===== src/rtl/memPkg.sv =====
package memPkg;

	//////////////////////////////////////////////////////////////////////
	// Widths
	//////////////////////////////////////////////////////////////////////

	// One machine word
	localparam int DataWidth = 18;

	// Full word address, 16 bank slots of 1024 words
	localparam int AddrWidth = 14;

	// Word address inside one bank
	localparam int BankAddrWidth = 10;

	// Upper address bits that pick the bank
	localparam int BankSelWidth = AddrWidth - BankAddrWidth;

	//////////////////////////////////////////////////////////////////////
	// Encodings
	//////////////////////////////////////////////////////////////////////

	typedef enum logic {
		opRead  = 1'b0,
		opWrite = 1'b1
	} memOp_t;

	// Controller states
	typedef enum logic {
		stInit = 1'b0,
		stRun  = 1'b1
	} ctrlState_t;

	//////////////////////////////////////////////////////////////////////
	// Port payloads
	//////////////////////////////////////////////////////////////////////

	typedef struct packed {
		memOp_t                 op;
		logic [AddrWidth-1:0]   addr;
		logic [DataWidth-1:0]   data;
	} memReq_t;

	// Read data, or the old word for a write
	typedef struct packed {
		logic [DataWidth-1:0]   data;
	} memResp_t;

endpackage


===== src/rtl/memController.sv =====
module memController #(
	parameter int QueueDepth = 4
) (
	input  logic                           clka,
	input  logic                           rstN,
	input  logic                           emptyA,
	input  memPkg::memReq_t                headA,
	input  logic                           emptyB,
	input  memPkg::memReq_t                headB,
	output logic                           popA,
	output logic                           popB,
	output logic                           creditA,
	output logic                           creditB,
	output logic                           weA,
	output logic                           weB,
	output logic [memPkg::AddrWidth-1:0]   addrA,
	output logic [memPkg::AddrWidth-1:0]   addrB,
	output logic [memPkg::DataWidth-1:0]   dinA,
	output logic [memPkg::DataWidth-1:0]   dinB,
	output logic                           respValidA,
	output logic                           respValidB
);

	localparam int CountWidth = $clog2(QueueDepth);

	memPkg::ctrlState_t state;
	logic [CountWidth-1:0] initCount;
	logic inInit;

	assign inInit = (state == memPkg::stInit);

	//////////////////////////////////////////////////////////////////////
	// Credit announcement FSM
	//////////////////////////////////////////////////////////////////////

	// One credit per queue slot, then normal running
	always_ff @(posedge clka or negedge rstN)
	begin
		if (!rstN)
		begin
			state <= memPkg::stInit;
			initCount <= '0;
		end
		else if (inInit)
		begin
			initCount <= initCount + 1'b1;
			if (initCount == CountWidth'(QueueDepth - 1))
			begin
				state <= memPkg::stRun;
			end
		end
	end

	//////////////////////////////////////////////////////////////////////
	// Issue
	//////////////////////////////////////////////////////////////////////

	// Ports run independently, one request each per clock
	assign popA = !inInit && !emptyA;
	assign popB = !inInit && !emptyB;

	assign weA = popA && (headA.op == memPkg::opWrite);
	assign weB = popB && (headB.op == memPkg::opWrite);

	// Head goes straight to the banks
	assign addrA = headA.addr;
	assign addrB = headB.addr;
	assign dinA = headA.data;
	assign dinB = headB.data;

	//////////////////////////////////////////////////////////////////////
	// Credits and response strobes
	//////////////////////////////////////////////////////////////////////

	// Credit trails its init cycle or pop by one clock
	// respValid lines up with the RAM output register
	always_ff @(posedge clka or negedge rstN)
	begin
		if (!rstN)
		begin
			creditA <= 1'b0;
			creditB <= 1'b0;
			respValidA <= 1'b0;
			respValidB <= 1'b0;
		end
		else
		begin
			creditA <= inInit || popA;
			creditB <= inInit || popB;
			respValidA <= popA;
			respValidB <= popB;
		end
	end

endmodule


===== config.mk =====
export PLATFORM = sky130hd
export DESIGN_NAME = memController
export DESIGN_NICKNAME = d
export VERILOG_FILES = /design/src/rtl/memPkg.sv /design/src/rtl/memController.sv
export SDC_FILE = /design/constraint.sdc
export NUM_CORES = 1
export LEC_CHECK = 0
export BUFFER_PORTS_ARGS = -buffer_cell sky130_fd_sc_hd__clkbuf_2
export CAP_MARGIN = 25
export CORE_MARGIN = 3
export CORE_UTILIZATION = 26
export DETAILED_ROUTE_END_ITERATION = 6
export GPL_TIMING_DRIVEN = 1
export MAX_ROUTING_LAYER = met4
export PLACE_DENSITY = 0.85
export REMOVE_ABC_BUFFERS = 1
export SLEW_MARGIN = 5
export SYNTH_ARGS = -nofsm -noshare
export SYNTH_HDL_FRONTEND = slang
export SYNTH_SLANG_ARGS = --single-unit

===== constraint.sdc =====
create_clock -name clka -period 1.4 [get_ports clka]
set_input_delay 0.07 -clock clka [delete_from_list [all_inputs] [get_ports clka]]
set_output_delay 0.07 -clock clka [all_outputs]
set_load 0.005 [all_outputs]

# --- Word-level counts from Yosys, hierarchy flattened ---
# Cells that the tools add are included.
word_totals:
  ff_bits: 7
  input_bits: 70
  output_inout_bits: 72
classes:
  n_addsub: 1
  n_eq_ne: 1
  n_mux: 2
  n_bitwise: 1
  n_reduce_logical: 8
ops:
  columns: ["cell", "n"]
  rows:
  - ["logical AND 1 bit", 4]
  - ["adder 2 x 1 -> 2 bit, second input constant", 1]
  - ["== test 2 bit, second input constant", 1]
  - ["logical NOT 1 bit", 2]
  - ["logical OR 1 bit", 2]
  - ["two-way mux 1 bit", 2]
  - ["NOT 1 bit", 1]

# --- Depth between registers and ports, before layout ---
# Gate-level depths: netlist of run 1.
depth:
  word_depth: 3
  mapped_depth: 2
  depth_no_buf: 2

# --- Least setup slack after synthesis of run 1 ---
# Ideal clock, no wire load.
synth_timing:
  path_type: "flip-flop to flip-flop"
  startpoint: "reg initCount[0]"
  endpoint: "reg initCount[1]"
  setup_time_ns: 0.125
  t_arrival_ns: 0.905
  t_required_ns: 1.275
  slack_ns: 0.370
  stages_incl_launch_ff: 3
  n_path_buf: 0
  cell_sequence: "dfrtp_1 > ha_1 > mux2_4"
synth_via:
  elab_chain_len: 1
synth_rtl:
  columns: ["item", "line_no", "text"]
  rows:
  - ["start, declared", "memController.sv:27", "logic [CountWidth-1:0] initCount;"]
  - ["start signal, assigned", "memController.sv:46", "initCount <= initCount + 1'b1;"]
  - ["adder 2 x 1 -> 2 bit", "memController.sv:46", null]
# Every way passes these cells.
# A chain may end at the register's enable or synchronous reset.

# --- Final worst setup path of run 1 ---
layout_timing:
  startpoint: "reg state"
  endpoint: "out popA"
layout_via:
  elab_chain_len: 1
layout_rtl:
  columns: ["item", "line_no", "text"]
  rows:
  - ["start, declared", "memController.sv:26", "memPkg::ctrlState_t state;"]
  - ["start signal, assigned", "memController.sv:41", "state <= memPkg::stInit;"]
  - ["start signal, assigned", "memController.sv:49", "state <= memPkg::stRun;"]
  - ["logical AND 1 bit", "memController.sv:59", "assign popA = !inInit && !emptyA;"]
  - ["end, declared", "memController.sv:10", "output logic popA,"]
# Every way passes these cells.

==> flow_summary_export.csv, run 1 <==
group,metric,value,unit
logic_synthesis,yosysTopAreaCellShare,64.3,%
clock_network,cts_hold_buf,1,
place,place_congestion,0.881,
min_path,hold_class,"in2reg",
place,place_ws,0.336,ns
run_status,run_status,"finished, final reports clean",
power_and_ir_drop,swShare,22.3,%
logic_synthesis,synth_common_cells,"buf_4, dfrtp_1, and3b_1, nand2_1, nor2b_1",
power_and_ir_drop,pwr-share-seq,48.7,%
logic_synthesis,netlist_top_cells_area,"buf_4, dfrtp_1, and3b_1",
logic_synthesis,yosysSeqAreaShare,23.5,%
clock_network,cts_resized,0,
clock_network,clockRootBuffer,"clkbuf_4",
global_route,grt_pass1_vias,302,
clock_network,clock_path_buffers,2,
logic_synthesis,synth_most_common_cell,"buf_4",
route,first_pass_iters,3,
die,ios,142,
power_and_ir_drop,p_per_area,1090,mW/mm^2
route,wirelength,5.07,mm
power_and_ir_drop,ir_worst_vdd,0.198,mV
power_and_ir_drop,leakagePower,0.206,nW
global_route,grt_overflow,0,
clock_network,cts_tree,"done",
sta,fin_skew,0.00460,ns
route,route.detailed.drc,0,
die,die_w,59.6,um
global_route,antenna_found_initial,0,
logic_synthesis,synth_edf_count,0,
sta,worst_slack,0.225,ns
finish,drive_above_1_share,48.6,%
route,ant_nets,0,
sta,rsz0062_at_grt,"false",
finish,syn_to_final_growth,-47.2,%
finish,final_cell_area,394,sq um
power_and_ir_drop,internal_power,0.335,mW
sta,fin_tns_setup,0,ns
clock_network,cts.sinks,7,
run,max_cap_violations,0,
finish,antennaDiodeCount,0,
place,port-buffer-count,13,
finish,fin_util,15.1,%
route,wl_per_cell,77.9,um
power_and_ir_drop,clkPwrFrac,43.4,%
clock_network,cts.htree.levels,1,
die,coreArea,0.00261,sq mm
worst_setup_path,cp_data_required_time,1.33,ns
power_and_ir_drop,pwr-share-comb,7.9,%
global_route,grt_max_degree,10,
sta,max_freq,851,MHz
die,die_h,59.6,um
logic_synthesis,async_reset_ff_share,100,%
die,rows,18,
worst_setup_path,crit_fanout,9,
sta,finalCriticalPeriod,1.17,ns
logic_synthesis,avgSynthCellArea,9.11,sq um
power_and_ir_drop,p_switching,0.0961,mW
clock_network,cts_buffers,3,
logic_synthesis,ys_warn_count,0,
logic_synthesis,synthCells,82,
worst_setup_path,arrival,1.10,ns
logic_synthesis,synth_area_leader_cell,"buf_4",
finish,num-nets-final,107,
logic_synthesis,ys_types,10,
clock_network,cts_setup_buffers,0,
sta,worstMarginPinSlew,0.271,ns
clock_network,clkLatencyLatePin,0.26,ns
route,drt_iter0_markers,22,
sta,setup_viol,0,
logic_synthesis,ys.flop_type,"dfrtp_1",
sta,finalMaxSlewViolations,0,
logic_synthesis,synth_seq_cells,7,
sta,fin_crit_sh,83.9,%
route,vias,335,
place,dpl-instance-area,358,sq um
worst_setup_path,critPathCaptureType,"primary output",
sta,timing.slew.headroom,82.0,%
die,start_util,28.6,%
logic_synthesis,synth_area,747,sq um
worst_setup_path,crit_type,"reg2out",
clock_network,clk_pin_slew,0.05,ns
worst_setup_path,crit_path_start_kind,"flop",
sta,hold_violations,0,
global_route,grt_pass1_wl,5.44,mm
route,vias_per_cell,5.15,
global_route,grt_usage,28.2,%
die,die_area,0.00355,sq mm
[through the flow]
step	hold WS [ns]	power (mW)	instances
detailed placement	-0.0831	0.246	60
floorplan	-0.226	0.221	17
CTS	0.00240	0.434	65
global placement	-0.0913	0.245	60
global route	0.0180	0.446	65
finish	0.0142	0.431	65
[area by class of cell]
| cell class | count | area (sq um) |
|---|---|---|
| Clock buffer | 4 | 26.3 |
| Fill cell | 298 | 2220 |
| Multi-Input combinational cell | 10 | 80.1 |
| Sequential cell | 7 | 175 |
| Tap cell | 30 | 37.5 |
| Timing Repair Buffer | 14 | 75.1 |
[flip-flops by register name, summed over array words and instances, names as in the netlist]
register,flops
creditA,1
creditB,1
initCount,2
respValidA,1
respValidB,1
state,1
[kinds of logic (layout without fill, tap and decap cells)]
kind of cell | after synthesis | after routing | share of synthesized area [%]
buf+inv | 65 | 18 | 65.8
flops | 7 | 7 | 23.5
simple gates | 7 | 7 | 5.86
fa+ha+maj | 1 | 1 | 1.67
xor+xnor | 1 | 1 | 1.17
mux | 1 | 1 | 2.01
[power groups by stage]
stage / logic, mW / registers, mW / clock network (mW)
2_1_floorplan: 0.00690 / 0.214 / 0
3_3_place_gp: 0.0314 / 0.213 / 0
3_5_place_dp: 0.0322 / 0.214 / 0
4_1_cts: 0.0343 / 0.210 / 0.190
5_1_grt: 0.0371 / 0.210 / 0.198
6_report: 0.0340 / 0.210 / 0.187
[path summary, 6_finish.rpt]
kind	cells past startpoint	start	slack [ns]	to
max in group asynchronous	2	rstN	1.06	creditB
setup / recovery	2	state	0.23	popA
hold / removal	2	emptyB	0.01	respValidB
hold reg to reg	1	initCount[0]	0.47	initCount[0]
min in group asynchronous	2	rstN	0.17	initCount[1]
setup reg to reg	2	initCount[0]	0.34	initCount[1]
[routing by layer]
layer | GRT usage [%] | vias to the layer above | share of wire (%)
met5 | - | - | 0
met3 | 40.5 | 16 | 30
li1 | - | 91 | -
met1 | 6.44 | 140 | 9.3
met4 | 18.0 | 0 | 6.6
met2 | 50.4 | 88 | 54
[worst max-delay path: stages (launching register included)]
cell and delay [ns]:
dfrtp_1 0.49, nor2b_1 0.22, clkbuf_2 0.14
[cells in the final DEF, fill, tap and decap left out]
cell	n
or2_1	1
clkbuf_4	3
mux2_4	1
clkbuf_2	13
clkbuf_1	1
ha_1	1
dlygate4sd3_1	1
xnor2_1	1
and3b_1	2
nor2b_1	2
dfrtp_1	7
nand2_1	2
Power figures use the tool's default switching activity.
==> run 2, diff against run 1 <==
==> constraint.sdc (replaced) <==
create_clock -name clka -period 1.2 [get_ports clka]
set_input_delay 0.06 -clock clka [delete_from_list [all_inputs] [get_ports clka]]
set_output_delay 0.06 -clock clka [all_outputs]
set_load 0.005 [all_outputs]
==> run 2 against run 1 <==
  * Cell area rose by 2.9%
  * Global-route usage is 0.72 points higher
  * Core utilization up 0.43 points
  * Hold slack gained 0.0024 ns
  * First-iteration DRC count down 41%
  * Die area unchanged
  * Clock skew is 0.00089 ns higher
  * Sequential share of layout area down 0.93 points
  * Cell count grew 1.5%
  * Count of clock-buffer cells in the layout stayed put
  * Largest cell class unchanged
==> flow_summary_export.csv, run 2 (synthesis gave the netlist of run 1 again) <==
group,metric,value,unit
finish,seq_area,176,sq um
clock_network,clockRootBuffer,"clkbuf_4",
power_and_ir_drop,total_power,0.515,mW
place,port-buffer-count,13,
die,start_util,28.6,%
worst_setup_path,critPathCaptureType,"primary output",
clock_network,cts_buffers,3,
clock_network,clk_pin_slew,0.05,ns
finish,nFillCells,297,
worst_setup_path,crit_path_start_kind,"primary input",
clock_network,clock_path_buffers,2,
worst_setup_path,ff2ff_setup_slack,0.14,ns
clock_network,cts.sinks,7,
worst_setup_path,crit_type,"in2out",
worst_setup_path,reg2regPathDepth,2,
route,first_pass_iters,4,
clock_network,cts_tree,"done",
route,route.detailed.drc,0,
die,ios,142,
finish,final_cell_mix,"clkbuf_2, dfrtp_1, clkbuf_4",
global_route,antenna_found_initial,0,
worst_setup_path,crit_path_start,"emptyA",
finish,antennaDiodeCount,0,
die,rows,18,
sta,fin_crit_sh,92.1,%
run_status,run_status,"finished, final reports clean",
sta,fin_tns_setup,0,ns
route,wl_per_cell,77.0,um
global_route,grt_pass1_vias,320,
sta,fin_skew,0.00549,ns
die,coreArea,0.00261,sq mm
sta,max_freq,905,MHz
worst_setup_path,r2r_end,"initCount[1]",
worst_setup_path,arrival,1.04,ns
min_path,hold_class,"in2reg",
sta,rsz0062_at_grt,"false",
power_and_ir_drop,p_per_area,1270,mW/mm^2
sta,timing.slew.headroom,87.7,%
run,max_cap_violations,0,
sta,finalCriticalPeriod,1.10,ns
clock_network,cts.htree.levels,1,
worst_setup_path,cp_data_required_time,1.14,ns
finish,largest_reg_flops,2,
power_and_ir_drop,leakagePower,0.210,nW
global_route,grt_overflow,0,
sta,finalMaxSlewViolations,0,
die,die_w,59.6,um
route,drt_iter0_markers,13,
place,place_congestion,0.881,
die,die_h,59.6,um
global_route,grt_usage,29.0,%
place,post-dp-hpwl,4.90,mm
finish,regMostFlops,"initCount",
finish,drive_above_1_share,50.0,%
clock_network,clkLatencyLatePin,0.26,ns
sta,hold_violations,0,
finish,num-nets-final,108,
worst_setup_path,crit_fanout,3,
finish,syn_to_final_growth,-45.7,%
die,die_area,0.00355,sq mm
sta,setup_viol,0,
power_and_ir_drop,ir_worst_vdd,0.333,mV
route,ant_nets,0,
finish,multi_input_comb_area,80.1,sq um
global_route,grt_pass1_wl,5.59,mm
sta,worstMarginPinSlew,0.185,ns
finish,layout_commonest_cell,"clkbuf_2",
route,vias,338,
worst_setup_path,crit_end,"weA",
route,wirelength,5.09,mm
route,vias_per_cell,5.12,
global_route,grt_max_degree,10,
worst_setup_path,rr_startpoint,"initCount[0]",
[run 2: cell type report]
type,count,share of cell area (%)
Sequential cell,7,43.5
Timing Repair Buffer,15,21.0
Multi-Input combinational cell,10,19.8
Tap cell,30,9.26
Clock buffer,4,6.48
[run 2: worst min-delay path by stage]
stage                 from           end  slack (ns)  depth (start not counted)
floorplan             rstN       creditA       -0.24                          0
global placement      rstN  initCount[0]       -0.10                          1
detailed placement    rstN  initCount[1]        -0.1                          1
CTS                 emptyB       creditB       0.007                          2
global route        emptyB       creditB        0.02                          2
finish              emptyB       creditB        0.02                          2
[run 2: per-layer routing]
layer / vias to the layer above / GRT usage [%] / wire length (um)
met1: 135 / 5.51 / 376
met2: 102 / 56.3 / 2990
met3: 8 / 43.4 / 1630
met4: 0 / 9.18 / 86
met5: - / - / 0
li1: 93 / - / -
[run 2: stage by stage]
step	util [%]	instance area (sq um)	cells	worst slack (ns)	hold slack, ns
after floorplan	-	255	17	0.170	-0.236
after global placement	13.7	358	60	0.163	-0.101
after detailed placement	13.7	358	60	0.143	-0.0964
after CTS	15.5	404	66	0.0511	0.00693
after global routing	15.5	405	66	0.0332	0.0154
final	15.5	405	66	0.0953	0.0165
[run 2: timing repair]
action | in CTS | in global routing
setup endpoints to repair | 0 | 1
resized for setup | 0 | 1
endpoints found under the hold margin | 8 | 0
buffers inserted | 0 | 0
hold buffers | 2 | 0
[run 2: worst max-delay path, stage by stage]
cell and delay (ns):
dlygate4sd3_1 0.53, clkbuf_2 0.12, and3b_1 0.21, clkbuf_2 0.12
[run 2: report_power, final]
| group | internal (mW) | switching (mW) |
|---|---|---|
| Clock | 0.128 | 0.0995 |
| Combinational | 0.0228 | 0.0198 |
| Sequential | 0.243 | 0.00197 |
| Total | 0.393 | 0.121 |
