==> src/rtl/memPkg.sv <==
package memPkg;

	//////////////////////////////////////////////////////////////////////
	// Widths
	//////////////////////////////////////////////////////////////////////

	// One machine word
	localparam int DataWidth = 18;

	// Full word address, 16 bank slots of 1024 words
	localparam int AddrWidth = 14;

	// Word address inside one bank
	localparam int BankAddrWidth = 10;

	// Upper address bits that pick the bank
	localparam int BankSelWidth = AddrWidth - BankAddrWidth;

	//////////////////////////////////////////////////////////////////////
	// Encodings
	//////////////////////////////////////////////////////////////////////

	typedef enum logic {
		opRead  = 1'b0,
		opWrite = 1'b1
	} memOp_t;

	// Controller states
	typedef enum logic {
		stInit = 1'b0,
		stRun  = 1'b1
	} ctrlState_t;

	//////////////////////////////////////////////////////////////////////
	// Port payloads
	//////////////////////////////////////////////////////////////////////

	typedef struct packed {
		memOp_t                 op;
		logic [AddrWidth-1:0]   addr;
		logic [DataWidth-1:0]   data;
	} memReq_t;

	// Read data, or the old word for a write
	typedef struct packed {
		logic [DataWidth-1:0]   data;
	} memResp_t;

endpackage

==> src/rtl/reqQueue.sv <==
module reqQueue #(
	parameter int QueueDepth = 4
) (
	input  logic             clka,
	input  logic             rstN,
	input  logic             push,
	input  memPkg::memReq_t  pushData,
	input  logic             pop,
	output memPkg::memReq_t  head,
	output logic             empty
);

	localparam int PtrWidth = $clog2(QueueDepth);
	localparam int CountWidth = $clog2(QueueDepth + 1);

	memPkg::memReq_t entries [QueueDepth];

	logic [PtrWidth-1:0]   wrPtr;
	logic [PtrWidth-1:0]   rdPtr;
	logic [CountWidth-1:0] count;

	// Oldest entry sits at the read pointer
	assign head = entries[rdPtr];
	assign empty = (count == '0);

	always_ff @(posedge clka)
	begin
		if (push)
		begin
			entries[wrPtr] <= pushData;
		end
	end

	// Pointers wrap on their own since depth is a power of two
	always_ff @(posedge clka or negedge rstN)
	begin
		if (!rstN)
		begin
			wrPtr <= '0;
			rdPtr <= '0;
			count <= '0;
		end
		else
		begin
			if (push)
			begin
				wrPtr <= wrPtr + 1'b1;
			end
			if (pop)
			begin
				rdPtr <= rdPtr + 1'b1;
			end
			case ({push, pop})
				2'b10: count <= count + 1'b1;
				2'b01: count <= count - 1'b1;
				default: count <= count;
			endcase
		end
	end

endmodule

==> config.mk <==
export PLATFORM = sky130hd
export DESIGN_NAME = reqQueue
export DESIGN_NICKNAME = d
export VERILOG_FILES = /design/src/rtl/memPkg.sv /design/src/rtl/reqQueue.sv
export SDC_FILE = /design/constraint.sdc
export NUM_CORES = 1
export LEC_CHECK = 0
export ABC_AREA = 1
export CAP_MARGIN = 40
export CORE_ASPECT_RATIO = 1.75
export CORE_MARGIN = 1
export CORE_UTILIZATION = 63
export DETAILED_ROUTE_END_ITERATION = 12
export DONT_BUFFER_PORTS = 1
export GPL_TIMING_DRIVEN = 0
export PLACE_DENSITY_LB_ADDON = 0.05
export SETUP_SLACK_MARGIN = 0.05
export SLEW_MARGIN = 25
export SYNTH_ARGS = -nofsm -noshare
export SYNTH_HDL_FRONTEND = slang
export SYNTH_SLANG_ARGS = --single-unit
==> constraint.sdc <==
create_clock -name clka -period 2 [get_ports clka]
set_clock_uncertainty 0.05 [all_clocks]
set_input_delay 0.2 -clock clka [delete_from_list [all_inputs] [get_ports clka]]
set_output_delay 0.2 -clock clka [all_outputs]
set_load 0.01 [all_outputs]
==> After elaboration in Yosys (flattened, before gate mapping) <==
Memory sizes are Yosys's and may differ from the RTL's.
Index checks and enable logic that the tools add are counted.
{ "classes": {"addsub": 4, "n_eq_ne": 2, "n_mux": 3, "n_reduce_logical": 2} }
{ "ops": {"columns": ["operator", "count"], "rows": [
  ["case mux 3 bit (2 select lines)", 1],
  ["adder 2 x 1 -> 2 bit (second input constant)", 2],
  ["adder 3 x 1 -> 3 bit (second input constant)", 1],
  ["logical NOT 3 bit", 1],
  ["subtractor 3 x 1 -> 3 bit (second input constant)", 1],
  ["equality test 2 x 1 -> 1 bit (second input constant)", 1],
  ["equality test 2 bit (second input constant)", 1],
  ["two-way mux 1 bit", 2],
  ["nonzero test 2 bit", 1]
]} }
{ "word_totals": {"ff_bits": 7, "mem_bits_rw": 132, "memories": 1} }
{ "memory_table": {"columns": ["name", "depth", "word_bits", "rd", "rd_ports_with_merged_regs", "wr", "line", "text"], "rows": [
  ["entries", 4, 33, 1, 0, 1, "reqQueue.sv:16", "memPkg::memReq_t entries [QueueDepth];"]
]} }

==> Longest topological paths before layout <==
Gate-level depths: netlist (run 1).
{ "depth": {"depth_word": 2, "mapped_depth": 10} }

==> Worst setup path before layout (run 1) <==
OpenSTA, ideal clock, no wires.
{ "synth_timing": {"path_type": "register to register", "startpoint": "register wrPtr[0]", "endpoint": "memory entries[0][0] in the netlist's numbering, enable pin", "setup_time_ns": 0.388, "arrival_ns": 1.316, "t_required_ns": 1.562, "path_slack_ns": 0.246, "path_stages_with_launch": 5, "n_path_buf": 0, "synth_period_minus_slack_ns": 1.754, "path_cell_list": "dfrtp_1 -> inv_1 -> ha_1 -> nand2_1 -> inv_1"} }
{ "synth_rtl": {"columns": ["element", "line", "text"], "rows": [
  ["start: declaration", "reqQueue.sv:18", "logic [PtrWidth-1:0] wrPtr;"],
  ["start signal: assignment", "reqQueue.sv:47", "wrPtr <= wrPtr + 1'b1;"],
  ["end: declaration", "reqQueue.sv:16", null]
]} }
No word-level cell before the write port.

==> metrics.txt, run 1 <==
run status=finished clean; number of routed nets with antenna violations=0; cells after synthesis=433; Layout Area Growth over Synthesis=20.2%; final worst hold slack=0.0154 ns; Syn Std Cell Area=5870 µm²; TritonCTS clock tree=done; global-route wire length before repair=17000 µm; time the worst path needs with I/O delays and setup=1.81 ns; final net count=534; CP arrival=1.56 ns; CP max stage cell=sky130_fd_sc_hd__dfrtp_1; clk_lat worst skew=0.41 ns; count of cell types in the netlist=20; most frequent cells after synthesis=132 x sky130_fd_sc_hd__edfxtp_1, 96 x sky130_fd_sc_hd__nand2_1, 79 x sky130_fd_sc_hd__inv_1; Fill cells=541; CTS sink cnt=139; worst hold path endpoint=wrPtr[0]$_DFFE_PN0P_; count of final setup violators=0; placeable core region=9040 µm²; average via count per standard cell=5.42; met3 Use GR=0.0757; nets in the synthesized netlist=476; number of levels the H-tree was split into=4; count of pins on the block boundary=71; total routing resource utilization after global routing=0.252; number of diodes=0; number of register bits inferred by synthesis=139; combined buffer and inverter count along the critical path=3; via count=3379; Worst EP required=1.75 ns; layer carrying the most global-route usage=met2; Final period util=0.907; maximum number of pins on one net before global-route repair=27; Yosys top cell area share=0.675; min setup slack post-route=0.187 ns; CTS root buf=sky130_fd_sc_hd__clkbuf_16; average instance area after synthesis=13.6 µm²; global-route met1 utilization=0.256; Hold Path Depth=2; most frequent cell after synthesis=sky130_fd_sc_hd__edfxtp_1; final number of max-transition violations=0; Worst slew margin=0.723; Post-CTS Setup Repair Bufs=0; setup repair after global routing missed its margin=no; detailed-route DRC error count=0; GRT overflow=0; Detailed Route WL=11000 µm; origin of the worst min-delay path=push; Hold Crit Class=in -> reg; count of buffers from port buffering=0; x dimension of the die=75.0 µm; share of cells above drive strength 1=0.214; startpoint class of the critical path=flop; number of hold violations in the final report=0; Top delay family on crit path=buffers and inverters; TNS Setup=0 ns; RePlAce Congestion=0.741; total number of yosys warnings=0; number of DRC markers in iteration 0=139; clock buffer count from CTS=17; Die H=130 µm; cell type with the highest aggregate area in the netlist=sky130_fd_sc_hd__edfxtp_1; number of cells on the worst reg-to-reg path=5; ys flop type=sky130_fd_sc_hd__edfxtp_1; Register-to-Register Setup Slack=0.36 ns; First-pass DRT Iterations=4; clock tree buffer depth=2; number of antenna violations at the first check in global routing=0; worst reg2reg endpoint=entries[0][17]$_DFFE_PP_; max-cap violation count=0; worst slack at placement=0.331 ns; clock slew at reported path FFs=0.06 ns; leakage component of the power=2.83 nW; Die Outline Area=9730 µm²; share of async-settable or async-resettable flops after synthesis=0.0504; sequential area share after synthesis=0.705; Peak VDD IR=0.00115 V; count of flip-flops with a built-in enable after synthesis=132; Tightest Pin Transition=0.416 ns; via count of the first global-routing pass=3563; beginning of the worst register-to-register path=wrPtr[0]$_DFFE_PN0P_; Site Rows=46; largest cells by area after synthesis=sky130_fd_sc_hd__edfxtp_1 67%, sky130_fd_sc_hd__o211ai_2 7.0%, sky130_fd_sc_hd__nand2_1 6.1%; Worst Setup Path Type=reg -> out; chain of cells forming the critical path=buf_2, inv_4, buf_4, o211ai_2, nand2_1; Starting Density=0.650; met2 track demand over resource=0.447; post-detailed-placement half-perimeter wirelength=6940 µm; detail-routed net length per standard cell=17.6 µm; top achievable clock speed=552 MHz; power density cells=1500 nW/µm²; CP endpoint kind=output port; Crit path largest cell delay=0.35 ns; critical path fanouts, max=10
flip-flops by register name (all words and copies together), names as in the netlist:
register and flops:
wrPtr 2, rdPtr 2, entries 132, count 3
through the flow:
step,power [W],instances,util,cell area (µm²)
2_1_floorplan,0.00661,433,-,5870
3_3_place_gp,0.00737,553,0.667,6020
3_5_place_dp,0.00758,557,0.678,6130
4_1_cts,0.0107,624,0.781,7060
5_1_grt,0.0111,624,0.781,7060
6_report,0.0106,624,0.781,7060
power by group:
group          switching, W  internal (W)
clock network       0.00111       0.00194
registers          0.000174       0.00382
logic               0.00236       0.00119
total               0.00364       0.00695
worst register-to-register path: stages, from the launching register on:
cell,delay (ns)
sky130_fd_sc_hd__dfrtp_1,0.42
sky130_fd_sc_hd__inv_1,0.10
sky130_fd_sc_hd__ha_1,0.15
sky130_fd_sc_hd__nand2_1,0.06
sky130_fd_sc_hd__inv_2,0.32
sky130_fd_sc_hd__buf_16,0.23
timing repair:
item                       4_1_cts  5_1_grt
resized for setup                0        0
setup endpoints to repair        0        0
hold buffers                    35        0
hold endpoints to repair       141        0
layer usage:
layer	part of all wire	vias up	routed length (µm)
met1	0.35	1643	3880
met2	0.57	108	6220
met4	0.025	0	272
met3	0.058	22	635
met5	0	-	0
li1	-	1606	-
kinds of logic after synthesis:
group / share of synthesized area
AOI/OAI and AO/OA: 0.114
buffers and inverters: 0.0822
xor gates and xnor gates: 0.00596
and+or+nand+nor: 0.0790
DFF: 0.705
adders and majority gates: 0.0141
final cells by class:
type | count | area, µm² | share of cell area
buffer | 23 | 180 | 0.0255
clock buffer | 18 | 429 | 0.0608
clock inverter | 14 | 154 | 0.0218
inverter | 80 | 303 | 0.0429
multi-input combinational | 191 | 1250 | 0.177
sequential | 139 | 4140 | 0.586
tap | 120 | 150 | 0.0213
timing repair buffer | 39 | 453 | 0.0642
how the worst max path moves through the flow:
stage | to | depth (start not counted) | start | slack [ns]
after floorplan | entries[0][0]$_DFFE_PP_ | 4 | wrPtr[0]$_DFFE_PN0P_ | 0.25
after global placement | entries[0][17]$_DFFE_PP_ | 4 | wrPtr[0]$_DFFE_PN0P_ | -0.29
after detailed placement | entries[0][17]$_DFFE_PP_ | 5 | wrPtr[0]$_DFFE_PN0P_ | 0.33
after CTS | head[13] | 5 | rdPtr[1]$_DFFE_PN0P_ | 0.17
after global routing | head[11] | 5 | rdPtr[1]$_DFFE_PN0P_ | 0.1
final | head[11] | 5 | rdPtr[1]$_DFFE_PN0P_ | 0.19
cells in the final DEF, fill, tap and decap left out, types with 6 or more instances in the layout:
cell type and instances:
sky130_fd_sc_hd__nand2_1 96, sky130_fd_sc_hd__edfxtp_1 132, sky130_fd_sc_hd__clkbuf_16 17, sky130_fd_sc_hd__buf_2 12, sky130_fd_sc_hd__inv_1 75, sky130_fd_sc_hd__o211ai_1 33, sky130_fd_sc_hd__buf_6 6, sky130_fd_sc_hd__o211ai_2 33
sky130_fd_sc_hd__dlygate4sd3_1 35, sky130_fd_sc_hd__nand2_2 14, sky130_fd_sc_hd__dfrtp_1 7
Power figures use the tool's default switching activity.
==> run 2: changes to the inputs <==
Settings changed: HOLD_SLACK_MARGIN set to 0.08.
==> run 2 against run 1 <==
Net effect: critical path depth unchanged; clock power barely moved; via count is 0.44% lower; flip-flop and latch count did not move; register-to-register slack is essentially flat; cell area grew 0.14%; global-route usage grew 0.095 points; die area did not move; fmax shrank 0.12%; final cell count rose by 0.16%; critical path type unchanged; critical endpoint unchanged; largest power group unchanged.
==> metrics.txt, run 2 (synthesis results as in run 1) <==
leakage component of the power=2.83 nW; number of hold violations in the final report=0; run status=finished clean; sequential cell fraction of total power=0.377; Die Outline Area=9730 µm²; top achievable clock speed=551 MHz; Detailed Route WL=11100 µm; power density cells=1500 nW/µm²; Sw Ratio=0.345; Tightest Pin Transition=0.416 ns; via count of the first global-routing pass=3560; Worst slew margin=0.722; Switch Pwr=0.00365 W; commonest non-fill, non-tap cell in the layout=sky130_fd_sc_hd__edfxtp_1; Hold Crit Class=in -> async; number of diodes=0; Starting Density=0.650; GRT overflow=0; average via count per standard cell=5.38; combinational power share=0.335; final net count=535; total routing resource utilization after global routing=0.253; Site Rows=46; Final period util=0.908; cell count after placement=557; Peak VDD IR=0.00115 V; max-cap violation count=0; count of buffers from port buffering=0; time the worst path needs with I/O delays and setup=1.82 ns; clock slew at reported path FFs=0.06 ns; number of DRC markers in iteration 0=150; Layout Area Growth over Synthesis=20.4%; x dimension of the die=75.0 µm; number of antenna violations at the first check in global routing=0; CP endpoint kind=output port; First-pass DRT Iterations=4; number of routed nets with antenna violations=0; final number of max-transition violations=0; startpoint class of the critical path=flop; TritonCTS clock tree=done; count of final setup violators=0; share of cells above drive strength 1=0.214; Die H=130 µm; CTS root buf=sky130_fd_sc_hd__clkbuf_16; global-route wire length before repair=17000 µm; detail-routed net length per standard cell=17.8 µm; proportion of power drawn by the clock network=0.288; register containing the most flip-flops in the final layout=entries; Worst EP required=1.75 ns; Register-to-Register Setup Slack=0.36 ns; post-layout total power=0.0106 W; Pint=0.00695 W; count of pins on the block boundary=71; largest registers=entries: 132 flops, count: 3 flops; clk_lat worst skew=0.41 ns; via count=3364; detailed-route DRC error count=0; RePlAce Congestion=0.741; CP arrival=1.57 ns; CTS sink cnt=139; clock buffer count from CTS=17; flip-flop count of the largest register after layout=132; cells resized by post-CTS repair=0; placeable core region=9040 µm²; setup repair after global routing missed its margin=no; maximum number of pins on one net before global-route repair=27; critical path fanouts, max=10; most frequent cells in the layout=132 x sky130_fd_sc_hd__edfxtp_1, 96 x sky130_fd_sc_hd__nand2_1, 75 x sky130_fd_sc_hd__inv_1; clock tree buffer depth=2; number of non-filler instances in the completed layout=625; post-detailed-placement half-perimeter wirelength=6940 µm; Worst Setup Path Type=reg -> out; number of levels the H-tree was split into=4
==> run 2: cell types whose count changed in the layout (fill, tap and decap cells not counted) <==
cell / delta
sky130_fd_sc_hd__dlygate4sd3_1: +1
==> run 2: stage by stage <==
stage	instance area [µm²]	util	worst slack, ns	hold slack (ns)	setup TNS [ns]
after floorplan	5870	-	0.246	-0.146	0
after global placement	6020	0.667	-0.292	-0.145	-32.02
final	7070	0.782	0.185	0.0924	0
after detailed placement	6130	0.678	0.331	-0.145	0
after global routing	7070	0.782	0.0952	0.113	0
after CTS	7070	0.782	0.169	0.0960	0
==> run 2: area by class of cell <==
class,instances,area (µm²)
Timing Repair Buffer,40,463
Multi-Input combinational cell,191,1250
Fill cell,540,1970
Clock buffer,18,429
Sequential cell,139,4140
Buffer,23,180
Inverter,80,303
Clock inverter,14,154
Tap cell,120,150
==> run 2: metal layers <==
metal  wire length (µm)  global-route usage
met5                  0                   0
met2               6250               0.449
met4                296               0.139
met3                590              0.0757
met1               3970               0.258
==> run 2: what timing repair did <==
item | 4_1_cts | 5_1_grt
endpoints found under the hold margin | 145 | 0
hold buffers | 36 | 0
buffers inserted | 0 | 0
==> run 2: power groups by stage <==
stage,logic (W),registers [W],clock network [W]
2_1_floorplan,0.00259,0.00402,0
3_3_place_gp,0.00331,0.00406,0
3_5_place_dp,0.00352,0.00406,0
4_1_cts,0.00362,0.00400,0.00307
5_1_grt,0.00390,0.00405,0.00321
6_report,0.00356,0.00400,0.00305
==> run 2: worst max-delay path, stage by stage, from the launching register on <==
cell                       delay, ns
sky130_fd_sc_hd__dfrtp_1        0.35
sky130_fd_sc_hd__buf_2          0.17
sky130_fd_sc_hd__inv_4          0.11
sky130_fd_sc_hd__buf_4          0.25
sky130_fd_sc_hd__o211ai_2       0.12
sky130_fd_sc_hd__nand2_1        0.15
==> run 2: final timing paths <==
path / startpoint / cells after the start / endpoint
worst max-delay path: rdPtr[1]$_DFFE_PN0P_ / 5 / head[11]
worst min-delay path: rstN / 1 / wrPtr[1]$_DFFE_PN0P_
worst max register to register: wrPtr[0]$_DFFE_PN0P_ / 5 / entries[0][4]$_DFFE_PP_
worst min register to register: count[0]$_DFFE_PN0P_ / 1 / count[0]$_DFFE_PN0P_
max in group asynchronous: rstN / 1 / rdPtr[1]$_DFFE_PN0P_
min in group clka: pushData[2] / 1 / entries[2][2]$_DFFE_PP_
==> run 3: changes to the inputs <==
Settings changed: MAX_ROUTING_LAYER set to met4.
==> run 3 against run 2 <==
Net effect: sequential share of layout area stayed put; core utilization stayed put; hold slack improved by 0.00063 ns; routed wire length barely moved; setup slack improved by 0.0021 ns; critical path type unchanged; largest cell class unchanged.
==> metrics.txt, run 3 (synthesis results as in run 1) <==
Layout Area Growth over Synthesis=20.4%; dpl cell area=6130 µm²; flip-flop count of the largest register after layout=132; CP endpoint kind=output port; share of cells above drive strength 1=0.214; placeable core region=9040 µm²; Worst Setup Path Type=reg -> out; number of hold violations in the final report=0; proportion of power drawn by the clock network=0.287; via count of the first global-routing pass=3556; number of diodes=0; average via count per standard cell=5.39; RePlAce Congestion=0.750; time the worst path needs with I/O delays and setup=1.81 ns; number of routed nets with antenna violations=0; clock slew at reported path FFs=0.06 ns; CP max stage cell=sky130_fd_sc_hd__dfrtp_1; final net count=535; Site Rows=46; Sw Ratio=0.345; power density cells=1500 nW/µm²; post-detailed-placement half-perimeter wirelength=6940 µm; x dimension of the die=75.0 µm; via count=3370; Die Outline Area=9730 µm²; combined buffer and inverter count along the critical path=3; beginning of the worst register-to-register path=wrPtr[0]$_DFFE_PN0P_; CTS sink cnt=139; Finished Core Util=0.782; CP arrival=1.56 ns; commonest non-fill, non-tap cell in the layout=sky130_fd_sc_hd__edfxtp_1; post-route standard cell area excluding fillers=7070 µm²; detailed-route DRC error count=0; clock buffer count from CTS=17; maximum number of pins on one net before global-route repair=27; count of final setup violators=0; worst reg2reg endpoint=entries[0][4]$_DFFE_PP_; cell count after placement=557; Worst EP required=1.75 ns; CTS root buf=sky130_fd_sc_hd__clkbuf_16; detail-routed net length per standard cell=17.8 µm; Final period util=0.907; clk_lat worst skew=0.41 ns; top achievable clock speed=551 MHz; TritonCTS clock tree=done; Hold Crit Class=in -> async; total routing resource utilization after global routing=0.261; critical path fanouts, max=10; clock tree buffer depth=2; combinational power share=0.335; Register-to-Register Setup Slack=0.36 ns; Worst slew margin=0.722; most frequent cells in the layout=132 x sky130_fd_sc_hd__edfxtp_1, 96 x sky130_fd_sc_hd__nand2_1, 75 x sky130_fd_sc_hd__inv_1; number of levels the H-tree was split into=4; max-cap violation count=0; count of buffers from port buffering=0; Top delay family on crit path=buffers and inverters; startpoint class of the critical path=flop; First-pass DRT Iterations=4; min setup slack post-route=0.187 ns; count of pins on the block boundary=71; Peak VDD IR=0.00115 V; Switch Pwr=0.00365 W; final number of max-transition violations=0; Tightest Pin Transition=0.417 ns; GRT overflow=0; Detailed Route WL=11100 µm; Die H=130 µm; number of DRC markers in iteration 0=152; leakage component of the power=2.83 nW; Post-CTS Setup Repair Bufs=0; number of non-filler instances in the completed layout=625; chain of cells forming the critical path=buf_2, inv_4, buf_4, o211ai_2, nand2_1; number of antenna violations at the first check in global routing=0; global-route wire length before repair=17000 µm; largest registers=entries: 132 flops, count: 3 flops; Pint=0.00695 W; register containing the most flip-flops in the final layout=entries; sequential cell fraction of total power=0.377; Crit path largest cell delay=0.35 ns; Starting Density=0.650; worst slack at placement=0.331 ns; run status=finished clean; number of cells on the worst reg-to-reg path=5; setup repair after global routing missed its margin=no
[run 3: through the flow]
stage                     hold slack [ns]  total power, W  setup TNS [ns]
after global placement             -0.145         0.00737          -32.02
after global routing                0.113          0.0111               0
after detailed placement           -0.145         0.00758               0
after floorplan                    -0.146         0.00661               0
final                              0.0931          0.0106               0
after CTS                          0.0960          0.0107               0
[run 3: power by group through the flow]
stage	Clock, W	Combinational (W)	Sequential [W]
after floorplan	0	0.00259	0.00402
after detailed placement	0	0.00352	0.00406
final	0.00305	0.00356	0.00400
after CTS	0.00307	0.00362	0.00400
after global placement	0	0.00331	0.00406
after global routing	0.00321	0.00390	0.00405
[run 3: how the worst max path moves through the flow]
stage / startpoint / slack [ns] / endpoint / depth (start not counted)
after floorplan: wrPtr[0]$_DFFE_PN0P_ / 0.25 / entries[0][0]$_DFFE_PP_ / 4
after global placement: wrPtr[0]$_DFFE_PN0P_ / -0.29 / entries[0][17]$_DFFE_PP_ / 4
after detailed placement: wrPtr[0]$_DFFE_PN0P_ / 0.33 / entries[0][17]$_DFFE_PP_ / 5
after CTS: rdPtr[1]$_DFFE_PN0P_ / 0.17 / head[13] / 5
after global routing: rdPtr[1]$_DFFE_PN0P_ / 0.1 / head[11] / 5
final: rdPtr[1]$_DFFE_PN0P_ / 0.19 / head[11] / 5
[run 3: area by class of cell]
class	count	area (µm²)
fill	540	1970
buffer	23	180
multi-input combinational	191	1250
inverter	80	303
timing repair buffer	40	463
clock buffer	18	429
tap	120	150
clock inverter	14	154
sequential	139	4140
[run 3: per-layer routing]
layer	routed length, µm	global-route usage	part of all wire
met4	285	0.139	0.026
met1	3960	0.260	0.36
met2	6230	0.449	0.56
met3	621	0.0734	0.056
met5	0	-	0
[run 3: timing repair]
item / 4_1_cts / 5_1_grt
gates resized for setup: 0 / 0
setup endpoints to repair: 0 / 0
endpoints found under the hold margin: 145 / 0
hold buffers: 36 / 0
